### config.mk
export PLATFORM = sky130hd
export DESIGN_NAME = gba_obj_drawer
export DESIGN_NICKNAME = d
export VERILOG_FILES = /design/src/obj_line_pkg.sv /design/src/obj_attr_pkg.sv /design/src/obj_if.sv /design/src/gba_obj_drawer.sv /design/src/pixel_merge.sv /design/src/sprite_line_walker.sv /design/src/oam_decoder.sv
export SDC_FILE = /design/constraint.sdc
export NUM_CORES = 2
export LEC_CHECK = 0
export ABC_CLOCK_PERIOD_IN_PS = 6260
export BUFFER_PORTS_ARGS = -buffer_cell sky130_fd_sc_hd__buf_2
export CORE_ASPECT_RATIO = 1.75
export CORE_MARGIN = 1.5
export CORE_UTILIZATION = 30
export CTS_CLUSTER_SIZE = 14
export DETAILED_ROUTE_END_ITERATION = 8
export GPL_TIMING_DRIVEN = 0
export MAX_ROUTING_LAYER = met4
export SYNTH_ARGS = -nofsm -noshare
export SYNTH_HDL_FRONTEND = slang
export SYNTH_SLANG_ARGS = --single-unit
### constraint.sdc
create_clock -name fclk -period 6.26 [get_ports fclk]
set_clock_uncertainty 0.2 [all_clocks]
set_input_delay 1.252 -clock fclk [delete_from_list [all_inputs] [get_ports fclk]]
set_output_delay 1.252 -clock fclk [all_outputs]
set_load 0.005 [all_outputs]
### src/obj_line_pkg.sv
`default_nettype none

package obj_line_pkg;

    localparam int SCREEN_W = 240;

    typedef logic [7:0] xpos_t;

    // line buffer entry, cleared to transparent with prio 3
    typedef struct packed {
        logic       transparent;
        logic [1:0] prio;
    } slot_t;

endpackage

`default_nettype wire

### src/obj_attr_pkg.sv
`default_nettype none

package obj_attr_pkg;

    localparam int OBJ_COUNT       = 128;
    localparam int TILE_BYTES_4BPP = 32;
    localparam int TILE_BYTES_8BPP = 64;

    typedef logic [1:0] prio_t;
    typedef logic [3:0] pal_bank_t;

    // attribute 0, lower half of OAM word 2n
    typedef struct packed {
        logic [1:0] shape;
        logic       hicolor;
        logic       mosaic;
        logic [1:0] mode;
        logic       disable_dbl;
        logic       affine;
        logic [7:0] y;
    } attr0_t;

    // attribute 1, upper half of OAM word 2n
    typedef struct packed {
        logic [1:0] size;
        logic       vflip;
        logic       hflip;
        logic [2:0] unused;
        logic [8:0] x;
    } attr1_t;

    typedef struct packed {
        pal_bank_t  palette;
        prio_t      prio;
        logic [9:0] tile;
    } attr2_t;

    // one sprite line as handed from decoder to walker
    typedef struct packed {
        logic signed [9:0] x;
        logic [6:0]        width;
        logic [6:0]        height;
        logic [5:0]        row;
        logic              hflip;
        logic              hicolor;
        prio_t             prio;
        pal_bank_t         palette;
        logic [14:0]       tile_base;
    } sprite_t;

    typedef struct packed {
        logic [6:0] w;
        logic [6:0] h;
    } obj_dim_t;

    // shape 0 square, 1 wide, 2 tall
    function automatic obj_dim_t obj_size(input logic [1:0] shape, input logic [1:0] size);
        obj_dim_t d;
        case ({shape, size})
            4'b00_00: d = '{w: 7'd8,  h: 7'd8};
            4'b00_01: d = '{w: 7'd16, h: 7'd16};
            4'b00_10: d = '{w: 7'd32, h: 7'd32};
            4'b00_11: d = '{w: 7'd64, h: 7'd64};
            4'b01_00: d = '{w: 7'd16, h: 7'd8};
            4'b01_01: d = '{w: 7'd32, h: 7'd8};
            4'b01_10: d = '{w: 7'd32, h: 7'd16};
            4'b01_11: d = '{w: 7'd64, h: 7'd32};
            4'b10_00: d = '{w: 7'd8,  h: 7'd16};
            4'b10_01: d = '{w: 7'd8,  h: 7'd32};
            4'b10_10: d = '{w: 7'd16, h: 7'd32};
            4'b10_11: d = '{w: 7'd32, h: 7'd64};
            default:  d = '{w: 7'd8,  h: 7'd8};
        endcase
        return d;
    endfunction

endpackage

`default_nettype wire
### src/obj_if.sv
`timescale 1ns/1ps
`default_nettype none

// decoded sprite, four-phase req/ack
interface sprite_if
    import obj_attr_pkg::*;
();
    logic    req;
    logic    ack;
    sprite_t sprite;

    modport dec (output req, output sprite, input ack);
    modport exe (input req, input sprite, output ack);
endinterface

// one pixel per cycle towards the merge stage, no back-pressure
interface fetch_if
    import obj_attr_pkg::*, obj_line_pkg::*;
();
    logic      issue;
    xpos_t     target;
    logic [1:0] lane;
    logic      odd;
    logic      hicolor;
    pal_bank_t palette;
    prio_t     prio;

    modport exe (
        output issue, output target, output lane, output odd,
        output hicolor, output palette, output prio
    );
    modport res (
        input issue, input target, input lane, input odd,
        input hicolor, input palette, input prio
    );
endinterface

`default_nettype wire

### src/gba_obj_drawer.sv
`timescale 1ns/1ps
`default_nettype none

module gba_obj_drawer
    import obj_line_pkg::*;
(
    input  logic        fclk,
    input  logic        rst_n,
    input  logic        drawline,
    input  logic [7:0]  ypos,
    output logic [7:0]  oam_addr,
    input  logic [31:0] oam_data,
    output logic [12:0] vram_addr,
    input  logic [31:0] vram_data,
    input  logic        vram_busy,
    output logic [6:0]  pal_addr,
    input  logic [31:0] pal_data,
    output logic        busy,
    output logic        pixel_we_color,
    output logic [15:0] pixel_color,
    output logic        pixel_we_settings,
    output logic [1:0]  pixel_prio,
    output logic [7:0]  pixel_x
);

    sprite_if spr_bus ();
    fetch_if  fetch_bus ();

    oam_decoder u_decoder (
        .fclk     (fclk),
        .rst_n    (rst_n),
        .drawline (drawline),
        .ypos     (ypos),
        .oam_addr (oam_addr),
        .oam_data (oam_data),
        .busy     (busy),
        .spr      (spr_bus.dec)
    );

    sprite_line_walker u_walker (
        .fclk      (fclk),
        .rst_n     (rst_n),
        .vram_busy (vram_busy),
        .vram_addr (vram_addr),
        .spr       (spr_bus.exe),
        .pix       (fetch_bus.exe)
    );

    pixel_merge #(
        .PIXELCOUNT (SCREEN_W)
    ) u_merge (
        .fclk              (fclk),
        .rst_n             (rst_n),
        .drawline          (drawline),
        .busy              (busy),
        .pix               (fetch_bus.res),
        .vram_data         (vram_data),
        .pal_data          (pal_data),
        .pal_addr          (pal_addr),
        .pixel_we_color    (pixel_we_color),
        .pixel_color       (pixel_color),
        .pixel_we_settings (pixel_we_settings),
        .pixel_prio        (pixel_prio),
        .pixel_x           (pixel_x)
    );

endmodule

`default_nettype wire

### src/pixel_merge.sv
`timescale 1ns/1ps
`default_nettype none

module pixel_merge
    import obj_attr_pkg::*;
    import obj_line_pkg::*;
#(
    parameter int PIXELCOUNT = SCREEN_W
)
(
    input  logic        fclk,
    input  logic        rst_n,
    input  logic        drawline,
    input  logic        busy,
    fetch_if.res        pix,
    input  logic [31:0] vram_data,
    input  logic [31:0] pal_data,
    output logic [6:0]  pal_addr,
    output logic        pixel_we_color,
    output logic [15:0] pixel_color,
    output logic        pixel_we_settings,
    output logic [1:0]  pixel_prio,
    output logic [7:0]  pixel_x
);

    slot_t      lbuf [PIXELCOUNT];

    // stage 1, vram data arrives
    logic       en1;
    xpos_t      target1;
    logic [1:0] lane1;
    logic       odd1;
    logic       hicolor1;
    pal_bank_t  palette1;
    prio_t      prio1;
    logic [7:0] pix_byte;
    logic [3:0] nibble;
    logic [7:0] idx;
    logic       idx_clear;

    // stage 2, palette address out, line buffer read
    logic       en2;
    xpos_t      target2;
    logic [7:0] idx2;
    logic       trans2;
    prio_t      prio2;

    // stage 3, palette data arrives, merge
    logic       en3;
    xpos_t      target3;
    logic       half3;
    logic       trans3;
    prio_t      prio3;
    slot_t      rb3;
    logic       take;

    assign pal_addr = idx2[7:1];

    always_comb begin
        pix_byte = vram_data[{lane1, 3'b000} +: 8];
        nibble   = odd1 ? pix_byte[7:4] : pix_byte[3:0];
        if (hicolor1) begin
            idx       = pix_byte;
            idx_clear = (pix_byte == 8'h00);
        end else begin
            idx       = {palette1, nibble};
            idx_clear = (nibble == 4'h0);
        end
        // lower prio value wins, equal prio keeps the earlier object
        take = en3 && (rb3.transparent || prio3 < rb3.prio);
    end

    always_ff @(posedge fclk or negedge rst_n) begin
        if (!rst_n) begin
            en1               <= 1'b0;
            en2               <= 1'b0;
            en3               <= 1'b0;
            pixel_we_settings <= 1'b0;
            pixel_we_color    <= 1'b0;
        end else begin
            en1               <= pix.issue;
            en2               <= en1;
            en3               <= en2;
            pixel_we_settings <= take;
            pixel_we_color    <= take && !trans3;
        end
    end

    always_ff @(posedge fclk) begin
        target1  <= pix.target;
        lane1    <= pix.lane;
        odd1     <= pix.odd;
        hicolor1 <= pix.hicolor;
        palette1 <= pix.palette;
        prio1    <= pix.prio;

        target2  <= target1;
        idx2     <= idx;
        trans2   <= idx_clear;
        prio2    <= prio1;

        target3  <= target2;
        half3    <= idx2[0];
        trans3   <= trans2;
        prio3    <= prio2;
        rb3      <= lbuf[target2];

        pixel_x     <= target3;
        pixel_prio  <= prio3;
        pixel_color <= {1'b0, half3 ? pal_data[30:16] : pal_data[14:0]};
    end

    // line buffer, fresh for every line
    always_ff @(posedge fclk) begin
        if (!busy || drawline) begin
            for (int i = 0; i < PIXELCOUNT; i++)
                lbuf[i] <= '{transparent: 1'b1, prio: 2'd3};
        end else if (take) begin
            lbuf[target3].prio <= prio3;
            if (!trans3)
                lbuf[target3].transparent <= 1'b0;
        end
    end

endmodule

`default_nettype wire

### src/sprite_line_walker.sv
`timescale 1ns/1ps
`default_nettype none

module sprite_line_walker
    import obj_attr_pkg::*;
    import obj_line_pkg::*;
(
    input  logic        fclk,
    input  logic        rst_n,
    input  logic        vram_busy,
    output logic [12:0] vram_addr,
    sprite_if.exe       spr,
    fetch_if.exe        pix
);

    typedef enum logic [1:0] {W_IDLE, W_SETUP, W_WALK, W_FINISH} wstate_t;

    wstate_t     state;
    sprite_t     s;
    logic [6:0]  col;
    logic [14:0] line_base;
    logic [14:0] tile_bytes;
    logic [14:0] row_tiles;
    logic [5:0]  xp;
    logic [10:0] scr;
    logic        past_end;
    logic        on_screen;
    logic        walk_done;
    logic        advance;
    logic [14:0] byte_addr;

    always_comb begin
        tile_bytes = s.hicolor ? 15'(TILE_BYTES_8BPP) : 15'(TILE_BYTES_4BPP);
        // tile rows above the current one, 1D mapping
        row_tiles  = 15'(s.row[5:3]) * 15'(s.width[6:3]);
        xp         = 6'(s.hflip ? s.width - 7'd1 - col : col);
        scr        = {s.x[9], s.x} + {4'b0000, col};
        on_screen  = !scr[10];
        past_end   = on_screen && (scr[9:0] > 10'(SCREEN_W - 1));
        walk_done  = (col == s.width) || past_end;
        advance    = (state == W_WALK) && !walk_done && !vram_busy;
        // two pixels per byte in 4bpp
        byte_addr  = line_base + 15'(xp[5:3]) * tile_bytes
                   + (s.hicolor ? 15'(xp[2:0]) : 15'(xp[2:1]));
    end

    assign vram_addr   = byte_addr[14:2];
    assign pix.issue   = advance && on_screen;
    assign pix.target  = scr[7:0];
    assign pix.lane    = byte_addr[1:0];
    assign pix.odd     = xp[0];
    assign pix.hicolor = s.hicolor;
    assign pix.palette = s.palette;
    assign pix.prio    = s.prio;

    always_ff @(posedge fclk or negedge rst_n) begin
        if (!rst_n) begin
            state   <= W_IDLE;
            spr.ack <= 1'b0;
            col     <= '0;
        end else begin
            case (state)
                W_IDLE:
                    if (spr.req) begin
                        spr.ack <= 1'b1;
                        col     <= '0;
                        state   <= W_SETUP;
                    end
                W_SETUP:
                    state <= W_WALK;
                W_WALK: begin
                    if (walk_done)
                        state <= W_FINISH;
                    // vram_busy holds the column
                    if (advance)
                        col <= col + 7'd1;
                end
                W_FINISH:
                    if (!spr.req) begin
                        spr.ack <= 1'b0;
                        state   <= W_IDLE;
                    end
                default:
                    state <= W_IDLE;
            endcase
        end
    end

    always_ff @(posedge fclk) begin
        if (state == W_IDLE && spr.req)
            s <= spr.sprite;
        // start of the current pixel row inside the sprite
        if (state == W_SETUP)
            line_base <= s.tile_base + row_tiles * tile_bytes
                       + (s.hicolor ? {9'd0, s.row[2:0], 3'd0} : {10'd0, s.row[2:0], 2'd0});
    end

endmodule

`default_nettype wire

### src/oam_decoder.sv
`timescale 1ns/1ps
`default_nettype none

module oam_decoder
    import obj_attr_pkg::*;
(
    input  logic        fclk,
    input  logic        rst_n,
    input  logic        drawline,
    input  logic [7:0]  ypos,
    output logic [7:0]  oam_addr,
    input  logic [31:0] oam_data,
    output logic        busy,
    sprite_if.dec       spr
);

    localparam logic [2:0] DRAIN_CYCLES = 3'd7;

    typedef enum logic [2:0] {S_IDLE, S_RD0, S_RD1, S_EVAL, S_SEND, S_HOLD} state_t;

    state_t     state;
    logic [6:0] obj;
    logic [2:0] drain;
    attr0_t     a0;
    attr1_t     a1;
    attr2_t     a2;
    obj_dim_t   dim;
    logic [9:0] posy;
    logic [9:0] row;
    logic       hit;
    logic       skip;
    logic [5:0] row_flip;
    logic       last_obj;
    logic       walker_idle;
    logic       obj_done;

    // attribute 2 arrives in the decision cycle itself
    assign a2          = attr2_t'(oam_data[15:0]);
    assign dim         = obj_size(a0.shape, a1.size);
    assign last_obj    = (obj == 7'(OBJ_COUNT - 1));
    assign walker_idle = !spr.req && !spr.ack;
    assign obj_done    = (state == S_EVAL && skip) || (state == S_HOLD && spr.ack);

    always_comb begin
        // objects hanging over the top edge wrap to negative y
        if ({1'b0, a0.y} > 9'd256 - {2'b00, dim.h})
            posy = {2'b00, a0.y} - 10'd256;
        else
            posy = {2'b00, a0.y};
        row      = {2'b00, ypos} - posy;
        hit      = !row[9] && (row < {3'b000, dim.h});
        row_flip = a1.vflip ? 6'(dim.h - 7'd1 - row[6:0]) : row[5:0];
        // affine and double size objects are not drawn at all
        skip     = a0.affine || a0.disable_dbl || (a0.shape == 2'd3) || !hit;
    end

    always_ff @(posedge fclk or negedge rst_n) begin
        if (!rst_n) begin
            state    <= S_IDLE;
            obj      <= '0;
            oam_addr <= '0;
            busy     <= 1'b0;
            drain    <= '0;
            spr.req  <= 1'b0;
        end else begin
            case (state)
                S_IDLE: begin
                    // hold busy until the walker and the pixel pipe are empty
                    if (busy) begin
                        if (!walker_idle)
                            drain <= DRAIN_CYCLES;
                        else if (drain != 3'd0)
                            drain <= drain - 3'd1;
                        else
                            busy <= 1'b0;
                    end
                    if (drawline) begin
                        busy     <= 1'b1;
                        obj      <= '0;
                        oam_addr <= '0;
                        state    <= S_RD0;
                    end
                end
                S_RD0: begin
                    oam_addr <= oam_addr + 8'd1;
                    state    <= S_RD1;
                end
                S_RD1:
                    state <= S_EVAL;
                S_EVAL:
                    if (!skip)
                        state <= S_SEND;
                S_SEND:
                    // previous sprite line must be finished first
                    if (!spr.ack) begin
                        spr.req <= 1'b1;
                        state   <= S_HOLD;
                    end
                S_HOLD:
                    if (spr.ack)
                        spr.req <= 1'b0;
                default:
                    state <= S_IDLE;
            endcase

            if (obj_done) begin
                if (last_obj) begin
                    state <= S_IDLE;
                    drain <= DRAIN_CYCLES;
                end else begin
                    obj      <= obj + 7'd1;
                    oam_addr <= {obj + 7'd1, 1'b0};
                    state    <= S_RD0;
                end
            end
        end
    end

    always_ff @(posedge fclk) begin
        if (state == S_RD1) begin
            a0 <= attr0_t'(oam_data[15:0]);
            a1 <= attr1_t'(oam_data[31:16]);
        end
        if (state == S_EVAL && !skip) begin
            spr.sprite.x         <= {a1.x[8], a1.x};
            spr.sprite.width     <= dim.w;
            spr.sprite.height    <= dim.h;
            spr.sprite.row       <= row_flip;
            spr.sprite.hflip     <= a1.hflip;
            spr.sprite.hicolor   <= a0.hicolor;
            spr.sprite.prio      <= a2.prio;
            spr.sprite.palette   <= a2.palette;
            spr.sprite.tile_base <= 15'(a2.tile) * 15'(TILE_BYTES_4BPP);
        end
    end

endmodule

`default_nettype wire

# Word level (Yosys, flattened, before mapping)
# Memories as Yosys holds them, arrays and structs flattened. A register that Yosys moved wholly into a read port is not among the register bits.
# Cells that the tools add are included.
[totals]
register_bits = 233
latch_bits = 0
ram_bits = 720
mem_bits_ro = 128
in_bits = 108
out_inout_bits = 57
word_cells = 207
mem_count = 2
[mem_list]
columns = ["memory", "depth", "word_bits", "read_ports", "rd_clocked_by_memory_dff", "write_ports", "line_no", "source"]
rows = [
  ["u_merge.lbuf", 240, 3, 1, 1, 240, "pixel_merge.sv:26", "slot_t lbuf [PIXELCOUNT];"],
  ["(name not given)", 16, 8, 1, 1, 0, "obj_attr_pkg.sv:59", "case ({shape, size})"],
]
[classes]
n_addsub = 16
n_mul = 3
n_div = 0
n_lt_le_gt_ge = 4
n_eq_ne = 21
shifts = 1
n_mux = 60
bitwise_logic = 0
n_reduce_logical = 43
[op_table]
columns = ["op", "count"]
rows = [
  ["adder 15 bit", 4],
  ["two-way mux 7 bit", 7],
  ["two-way mux 8 bit", 5],
  ["two-way mux 3 bit", 12],
  ["indexed part select 32 x 6 -> 8 bit", 1],
  ["two-way mux 1 bit", 19],
  ["two-way mux 6 bit", 3],
  ["case mux 3 bit (6 select lines)", 1],
  ["case mux 8 bit (2 select lines)", 1],
  ["multiplier 3 x 15 -> 15 bit", 1],
  ["multiplier 7 x 15 -> 15 bit", 1],
  ["two-way mux 15 bit", 1],
  ["adder 7 x 1 -> 7 bit (second input constant)", 2],
  ["case mux 7 bit (2 select lines)", 1],
  ["logical AND 1 bit", 12],
  ["AND reduction 3 bit", 4],
  ["subtractor 6 x 1 -> 6 bit (second input constant)", 2],
  ["subtractor 6 bit", 2],
  ["adder 9 x 8 -> 10 bit", 1],
  ["> comparator 10 x 8 -> 1 bit (second input constant)", 1],
  ["zero test 1 bit", 10],
  ["less-than comparator 10 x 7 -> 1 bit", 1],
  ["two-way mux 10 bit", 1],
  ["subtractor 8 x 10 -> 10 bit", 1],
  ["other kinds (31)", 54],
]

# Logic depth before layout (Yosys ltp)
[depth]
depth_word = 12
mapped_depth = 19
ltp_nobuf = 19

# By module
# A second synthesis with hierarchy kept.
[hier_totals]
hier_cells = 4005
area_unflattened_um2 = 46025.4
[modules_own_cells]
columns = ["mod", "n_inst", "cells_per_inst", "area_each_um2", "seq_area_each_um2"]
rows = [
  ["pixel_merge", 1, 3164, 36259.8, 21846.0],
  ["sprite_line_walker", 1, 476, 5168.7, 2082.0],
  ["oam_decoder", 1, 365, 4596.9, 2747.6],
]

# Least setup slack after synthesis
# No wires, ideal clock.
[synth_path]
path_kind = "in2reg"
from = "in ypos[0]"
to = "reg u_decoder.spr.sprite[10] (netlist name)"
setup_ps = 431
t_arrival_ps = 4714
required_ps = 5629
slack_ps = 915
path_stages = 15
path_buffers = 0
cell_sequence = "inv_1 > ha_1 > inv_1 > fa_1 > nand3_1 > and2_1 > o21bai_1 > a21oi_1 > xnor2_1 > ha_1 > o21ai_0 > a21oi_1 > nor3_1 > nand3_1 > nor2_1"
[synth_via]
elab_chain_cells = 7
word_cells_on_any_way = 8
cone_classes = "add/sub (1); order compare (1); reduce/logical (6)"
[synth_rtl]
columns = ["item", "line_no", "source"]
rows = [
  ["start, declared", "gba_obj_drawer.sv:10", "input logic [7:0] ypos,"],
  ["subtractor 8 x 10 -> 10 bit (*)", "oam_decoder.sv:50", "row = {2'b00, ypos} - posy;"],
  ["less-than comparator 10 x 7 -> 1 bit / zero test 1 bit (equally long branches)", "oam_decoder.sv:51", "hit = !row[9] && (row < {3'b000, dim.h});"],
  ["logical AND 1 bit (*)", "oam_decoder.sv:51", ""],
  ["zero test 1 bit (*)", "oam_decoder.sv:54", "skip = a0.affine || a0.disable_dbl || (a0.shape == 2'd3) || !hit;"],
  ["logical OR 1 bit (*)", "oam_decoder.sv:54", ""],
  ["zero test 1 bit (*)", "-", ""],
  ["logical AND 1 bit (*)", "oam_decoder.sv:124", "if (state == S_EVAL && !skip) begin"],
]
# Mark *: on every way between the ends. The rest lies on a longest branch, timed or not.
# A chain may end at the register's enable or synchronous reset.

# Worst setup path in the final report
[layout_path]
from = "reg u_walker.s[39] in the netlist's numbering"
to = "out vram_addr[12]"
[layout_via]
elab_chain_cells = 6
[layout_rtl]
columns = ["item", "line_no", "source"]
rows = [
  ["start, declared", "sprite_line_walker.sv:19", "sprite_t s;"],
  ["start signal, assigned", "sprite_line_walker.sv:91", "s <= spr.sprite;"],
  ["subtractor 6 x 1 -> 6 bit", "sprite_line_walker.sv:36", "xp = 6'(s.hflip ? s.width - 7'd1 - col : col);"],
  ["subtractor 6 bit", "sprite_line_walker.sv:36", ""],
  ["two-way mux 6 bit", "sprite_line_walker.sv:36", ""],
  ["multiplier 3 x 15 -> 15 bit", "sprite_line_walker.sv:43", "byte_addr = line_base + 15'(xp[5:3]) * tile_bytes"],
  ["adder 15 bit", "sprite_line_walker.sv:43", ""],
  ["adder 15 bit", "sprite_line_walker.sv:44", "+ (s.hicolor ? 15'(xp[2:0]) : 15'(xp[2:1]));"],
  ["end, declared", "gba_obj_drawer.sv:13", "output logic [12:0] vram_addr,"],
]
# No other way between the ends.

==> results.md <==
- The run finished, with violations left.
- The checks that failed: capacitance limit, slew limit.
- The total I/O pin count is 165.
- The number of global-route vias before repair is 31200.
- For this run, asynchronously set or reset flops after synthesis account for 0.0385.
- The vertical die dimension is 510 um.
- Detailed placement ended at an HPWL of 101000 um.
- The required time of the worst setup path is 4.81 ns.
- The cell leakage power is 18.6 nW.
- Clock-pin slew was measured on the worst setup and hold paths at 0.06 ns.
- The average instance area after synthesis is 11.9 um^2.
- The final period utilization is 0.961.
- The total negative slack for setup checks is 0 ns.
- The number of antenna violations at the first check in global routing was 5.
- The first routing iteration left 2525 violations.
- The top cell type's share of synthesized area is 0.426.
- The maximum number of pins on one net before global-route repair is 40.
- Port buffering added 158 buffers.
- The final route contains 30400 vias.
- Setup repair after global routing left no endpoint under its margin.
- The detail route stage leaves a number of antenna-violating nets equal to 0.
- Dividing total power by cell area gives a power density of 269 nW/um^2.
- The global router's overall resource usage is 0.189.
- Data arrives at the worst endpoint at 4.56 ns.
- The floorplan has 185 rows.
- The share of total power dissipated in sequential elements is 0.535.
- The placeable core region is 146000 um^2.
- By instance count, the leading cell after synthesis is sky130_fd_sc_hd__edfxtp_1.
- The via density per instance is 5.16.
- The area enclosed by the die boundary is 149000 um^2.
- The hold path startpoint is u_merge.trans2.
- The congestion estimate from routability-driven global placement came to 0.931.
- The most frequently used flop master after synthesis is sky130_fd_sc_hd__edfxtp_1.
- The fmax is 0.166 GHz.
- For this run, design rule violations remaining after detail routing come to 0.
- The tightest slew margin relative to the limit is -0.0118.
- The routed design has 138000 um of wire.
- The number of levels in the clock H-tree is 3.
- The number of endpoints failing setup at the final stage is 0.
- The synthesized netlist cell count is 3694.
- The path class of the lowest-slack min-delay path is reg -> reg.
- The number of buffers on the longest clock path is 3.
- The tool flagged a number of max-cap violations equal to 1.
- In the synthesized netlist, the cells that appear most often are sky130_fd_sc_hd__edfxtp_1, sky130_fd_sc_hd__nor2_1, sky130_fd_sc_hd__dfxtp_1.
- Yosys mapped a number of flops with a built-in enable equal to 625.
- The share of total power dissipated in the clock network is 0.421.
- The count of synthesis-stage warnings from yosys is 0.
- At the later pin of the worst-skew pair, clock insertion delay measures 0.74 ns.
- Yosys attributes the largest share of cell area to sky130_fd_sc_hd__edfxtp_1, sky130_fd_sc_hd__dfxtp_1, sky130_fd_sc_hd__mux4_2.
- At the pin with the least slew margin, the transition time is 1.52 ns.
- TritonCTS built the clock tree.
- The synthesized design contains 988 register bits.
- The nature of the critical path endpoint is an output pin.
- For this configuration, the core starts out at a cell density of 0.303.
- Relative to the synthesized area, the layout overhead comes to 14.1%.
- The hold violation total from the final report came to 0.
- In the final layout, the share of cells above drive strength 1 is 0.158.
- After detailed routing, the average wire length per cell comes to 23.4 um.
- IR analysis of the VDD net gives a maximum drop of 0.246 mV.
- Across all setup checks in the final design, the least slack found is 0.244 ns.
- CTS saw 988 sinks.
- Of the total power, combinational logic draws 0.044.
- At the placement stage, the worst setup path has a slack of 0.866 ns.
- Clock tree synthesis selected as its root buffer the cell sky130_fd_sc_hd__clkbuf_16.
- The sum of overflow across all layers after global routing is 0.
- The net switching power is 3.03 mW.
- The origin of the critical flop-to-flop path is u_walker.s[41].
- In this run, post-CTS hold repair placed 0 buffers.
- The net count of the finished layout is 4159.
- TritonCTS created 91 clock buffers.
- From left edge to right edge, the die measures 293 um.
- Of the total power, the share spent switching nets is 0.224.
- The cell type with the highest aggregate area in the netlist is sky130_fd_sc_hd__edfxtp_1.
- The critical path class is reg -> out.
- The synthesized netlist contains 65 unique library cells.
- The minimum clock period is 6.02 ns.
- Cell internal power was estimated by the tool at 10.5 mW.
- The startpoint of the worst setup timing path is u_walker.s[39].
- The first global-routing pass estimated 199000 um of wire.
- After synthesis the cells add up to 44100 um^2.
- In this run the worst path has a maximum fanout of 5.
- The kind of start point of the critical path is a flip-flop.
- The first detailed-routing pass ran for 5 iterations.
- The count of final max-slew check failures came to 11.
- The sequential cell area fraction in the yosys report is 0.595.
## cell families after synthesis
logic type      share of synthesized area
flops                               0.595
simple gates                       0.0939
fa+ha+maj                          0.0302
other cells                      0.000170
compound gates                     0.0820
mux                                 0.136
xor+xnor                           0.0101
buf+inv                            0.0520
## cell type report
| class | instances | area [um^2] |
|---|---|---|
| timing repair buffer | 163 | 838 |
| inverter | 309 | 1160 |
| multi-input combinational | 2132 | 15600 |
| antenna | 2 | 5.00 |
| fill | 14200 | 95300 |
| clock buffer | 129 | 2560 |
| clock inverter | 38 | 407 |
| sequential | 988 | 26200 |
| buffer | 268 | 1130 |
| tap | 1870 | 2340 |
## layout by cell type (no fill, tap or decap), types with 8 or more instances in the layout
| cell | netlist | routed |
|---|---|---|
| sky130_fd_sc_hd__a21o_1 | 9 | 9 |
| sky130_fd_sc_hd__a21oi_1 | 299 | 298 |
| sky130_fd_sc_hd__a22oi_1 | 24 | 24 |
| sky130_fd_sc_hd__and2_1 | 16 | 16 |
| sky130_fd_sc_hd__and3_1 | 12 | 12 |
| sky130_fd_sc_hd__buf_1 | 20 | 20 |
| sky130_fd_sc_hd__buf_2 | 24 | 182 |
| sky130_fd_sc_hd__buf_4 | 15 | 18 |
| sky130_fd_sc_hd__clkbuf_1 | 204 | 231 |
| sky130_fd_sc_hd__clkbuf_16 | 0 | 94 |
| sky130_fd_sc_hd__clkbuf_8 | 0 | 8 |
| sky130_fd_sc_hd__clkinv_1 | 0 | 10 |
| sky130_fd_sc_hd__clkinv_2 | 0 | 11 |
| sky130_fd_sc_hd__dfrtp_1 | 38 | 37 |
| sky130_fd_sc_hd__dfxtp_1 | 325 | 325 |
| sky130_fd_sc_hd__edfxtp_1 | 625 | 625 |
| sky130_fd_sc_hd__fa_1 | 14 | 14 |
| sky130_fd_sc_hd__ha_1 | 84 | 84 |
| sky130_fd_sc_hd__inv_1 | 309 | 308 |
| sky130_fd_sc_hd__mux2_2 | 35 | 35 |
| sky130_fd_sc_hd__mux2i_1 | 12 | 12 |
| sky130_fd_sc_hd__mux4_2 | 244 | 244 |
| sky130_fd_sc_hd__nand2_1 | 324 | 324 |
| sky130_fd_sc_hd__nand2b_1 | 19 | 19 |
| sky130_fd_sc_hd__nand3_1 | 25 | 25 |
| sky130_fd_sc_hd__nor2_1 | 557 | 555 |
| sky130_fd_sc_hd__nor2b_1 | 18 | 18 |
| sky130_fd_sc_hd__nor3_1 | 22 | 20 |
| sky130_fd_sc_hd__o21ai_0 | 271 | 270 |
| sky130_fd_sc_hd__xnor2_1 | 30 | 30 |
| sky130_fd_sc_hd__xor2_1 | 21 | 20 |
## metal layers
metal,up-vias,global-route usage,part of all wire
met4,0,0.154,0.091
met5,-,-,0
met1,15100,0.169,0.31
li1,13500,-,-
met2,1310,0.350,0.54
met3,511,0.0286,0.061
## through the flow
| step | utilization | hold slack [ns] | instance area, um^2 | power (mW) | std cells |
|---|---|---|---|---|---|
| 2_1_floorplan | - | 0.110 | 44100 | 7.72 | 3697 |
| 3_3_place_gp | 0.324 | 0.113 | 47200 | 7.92 | 5725 |
| 3_5_place_dp | 0.325 | 0.112 | 47300 | 7.95 | 5727 |
| 4_1_cts | 0.345 | 0.127 | 50200 | 13.6 | 5894 |
| 5_1_grt | 0.345 | 0.134 | 50300 | 13.9 | 5899 |
| 6_report | 0.345 | 0.126 | 50300 | 13.5 | 5899 |
## state kept, by name, indices dropped and copies added (netlist names), 4 cells and up
| name | cells |
|---|---|
| u_decoder.oam_addr | 8 |
| u_merge.idx2 | 8 |
| u_merge.pixel_color | 15 |
| u_decoder.spr.sprite | 37 |
| u_merge.target2 | 8 |
| u_decoder.a0 | 13 |
| u_decoder.a1 | 13 |
| u_merge.target1 | 8 |
| u_walker.col | 7 |
| u_merge.target3 | 8 |
| u_merge.palette1 | 4 |
| u_walker.pix.palette | 4 |
| u_merge.lbuf | 752 |
| u_decoder.dim | 8 |
| u_walker.line_base | 13 |
| u_decoder.obj | 7 |
| u_merge.pixel_x | 8 |
| u_walker.s | 30 |
## path summary, 6_finish.rpt
path | depth (start not counted) | slack, ns | to
min in group asynchronous | 1 | 0.50 | u_decoder.obj[0]
max in group asynchronous | 1 | 4.60 | u_walker.col[3]
worst max-delay path | 16 | 0.24 | vram_addr[12]
worst min-delay path | 0 | 0.13 | u_merge.trans3
worst min register to register | 0 | 0.13 | u_merge.trans3
worst max register to register | 17 | 1.28 | u_walker.line_base[14]
## what timing repair did
| action | CTS | global route |
|---|---|---|
| setup buffers | 0 | 2 |
| resized for setup | 0 | 8 |
| setup endpoints to repair | 0 | 4 |
## power by group through the flow
stage | Clock (mW) | Sequential (mW) | Combinational (mW)
6_report | 5.69 | 7.22 | 0.591
5_1_grt | 5.99 | 7.23 | 0.646
4_1_cts | 5.77 | 7.22 | 0.591
3_5_place_dp | 0 | 7.37 | 0.588
3_3_place_gp | 0 | 7.36 | 0.567
2_1_floorplan | 0 | 7.33 | 0.391
## critical path, stage by stage (launching register included)
cell and delay, ns:
sky130_fd_sc_hd__edfxtp_1 0.50, sky130_fd_sc_hd__ha_1 0.20, sky130_fd_sc_hd__inv_1 0.05, sky130_fd_sc_hd__fa_1 0.50, sky130_fd_sc_hd__inv_1 0.05, sky130_fd_sc_hd__mux4_2 0.52, sky130_fd_sc_hd__ha_1 0.22, sky130_fd_sc_hd__ha_1 0.30
sky130_fd_sc_hd__ha_1 0.34, sky130_fd_sc_hd__a31oi_4 0.18, sky130_fd_sc_hd__nor2b_1 0.07, sky130_fd_sc_hd__o21a_1 0.18, sky130_fd_sc_hd__o21a_1 0.18, sky130_fd_sc_hd__o21a_1 0.20, sky130_fd_sc_hd__nand3_1 0.10, sky130_fd_sc_hd__xnor2_1 0.13
sky130_fd_sc_hd__buf_2 0.14
(Power assumes the default switching activity.)
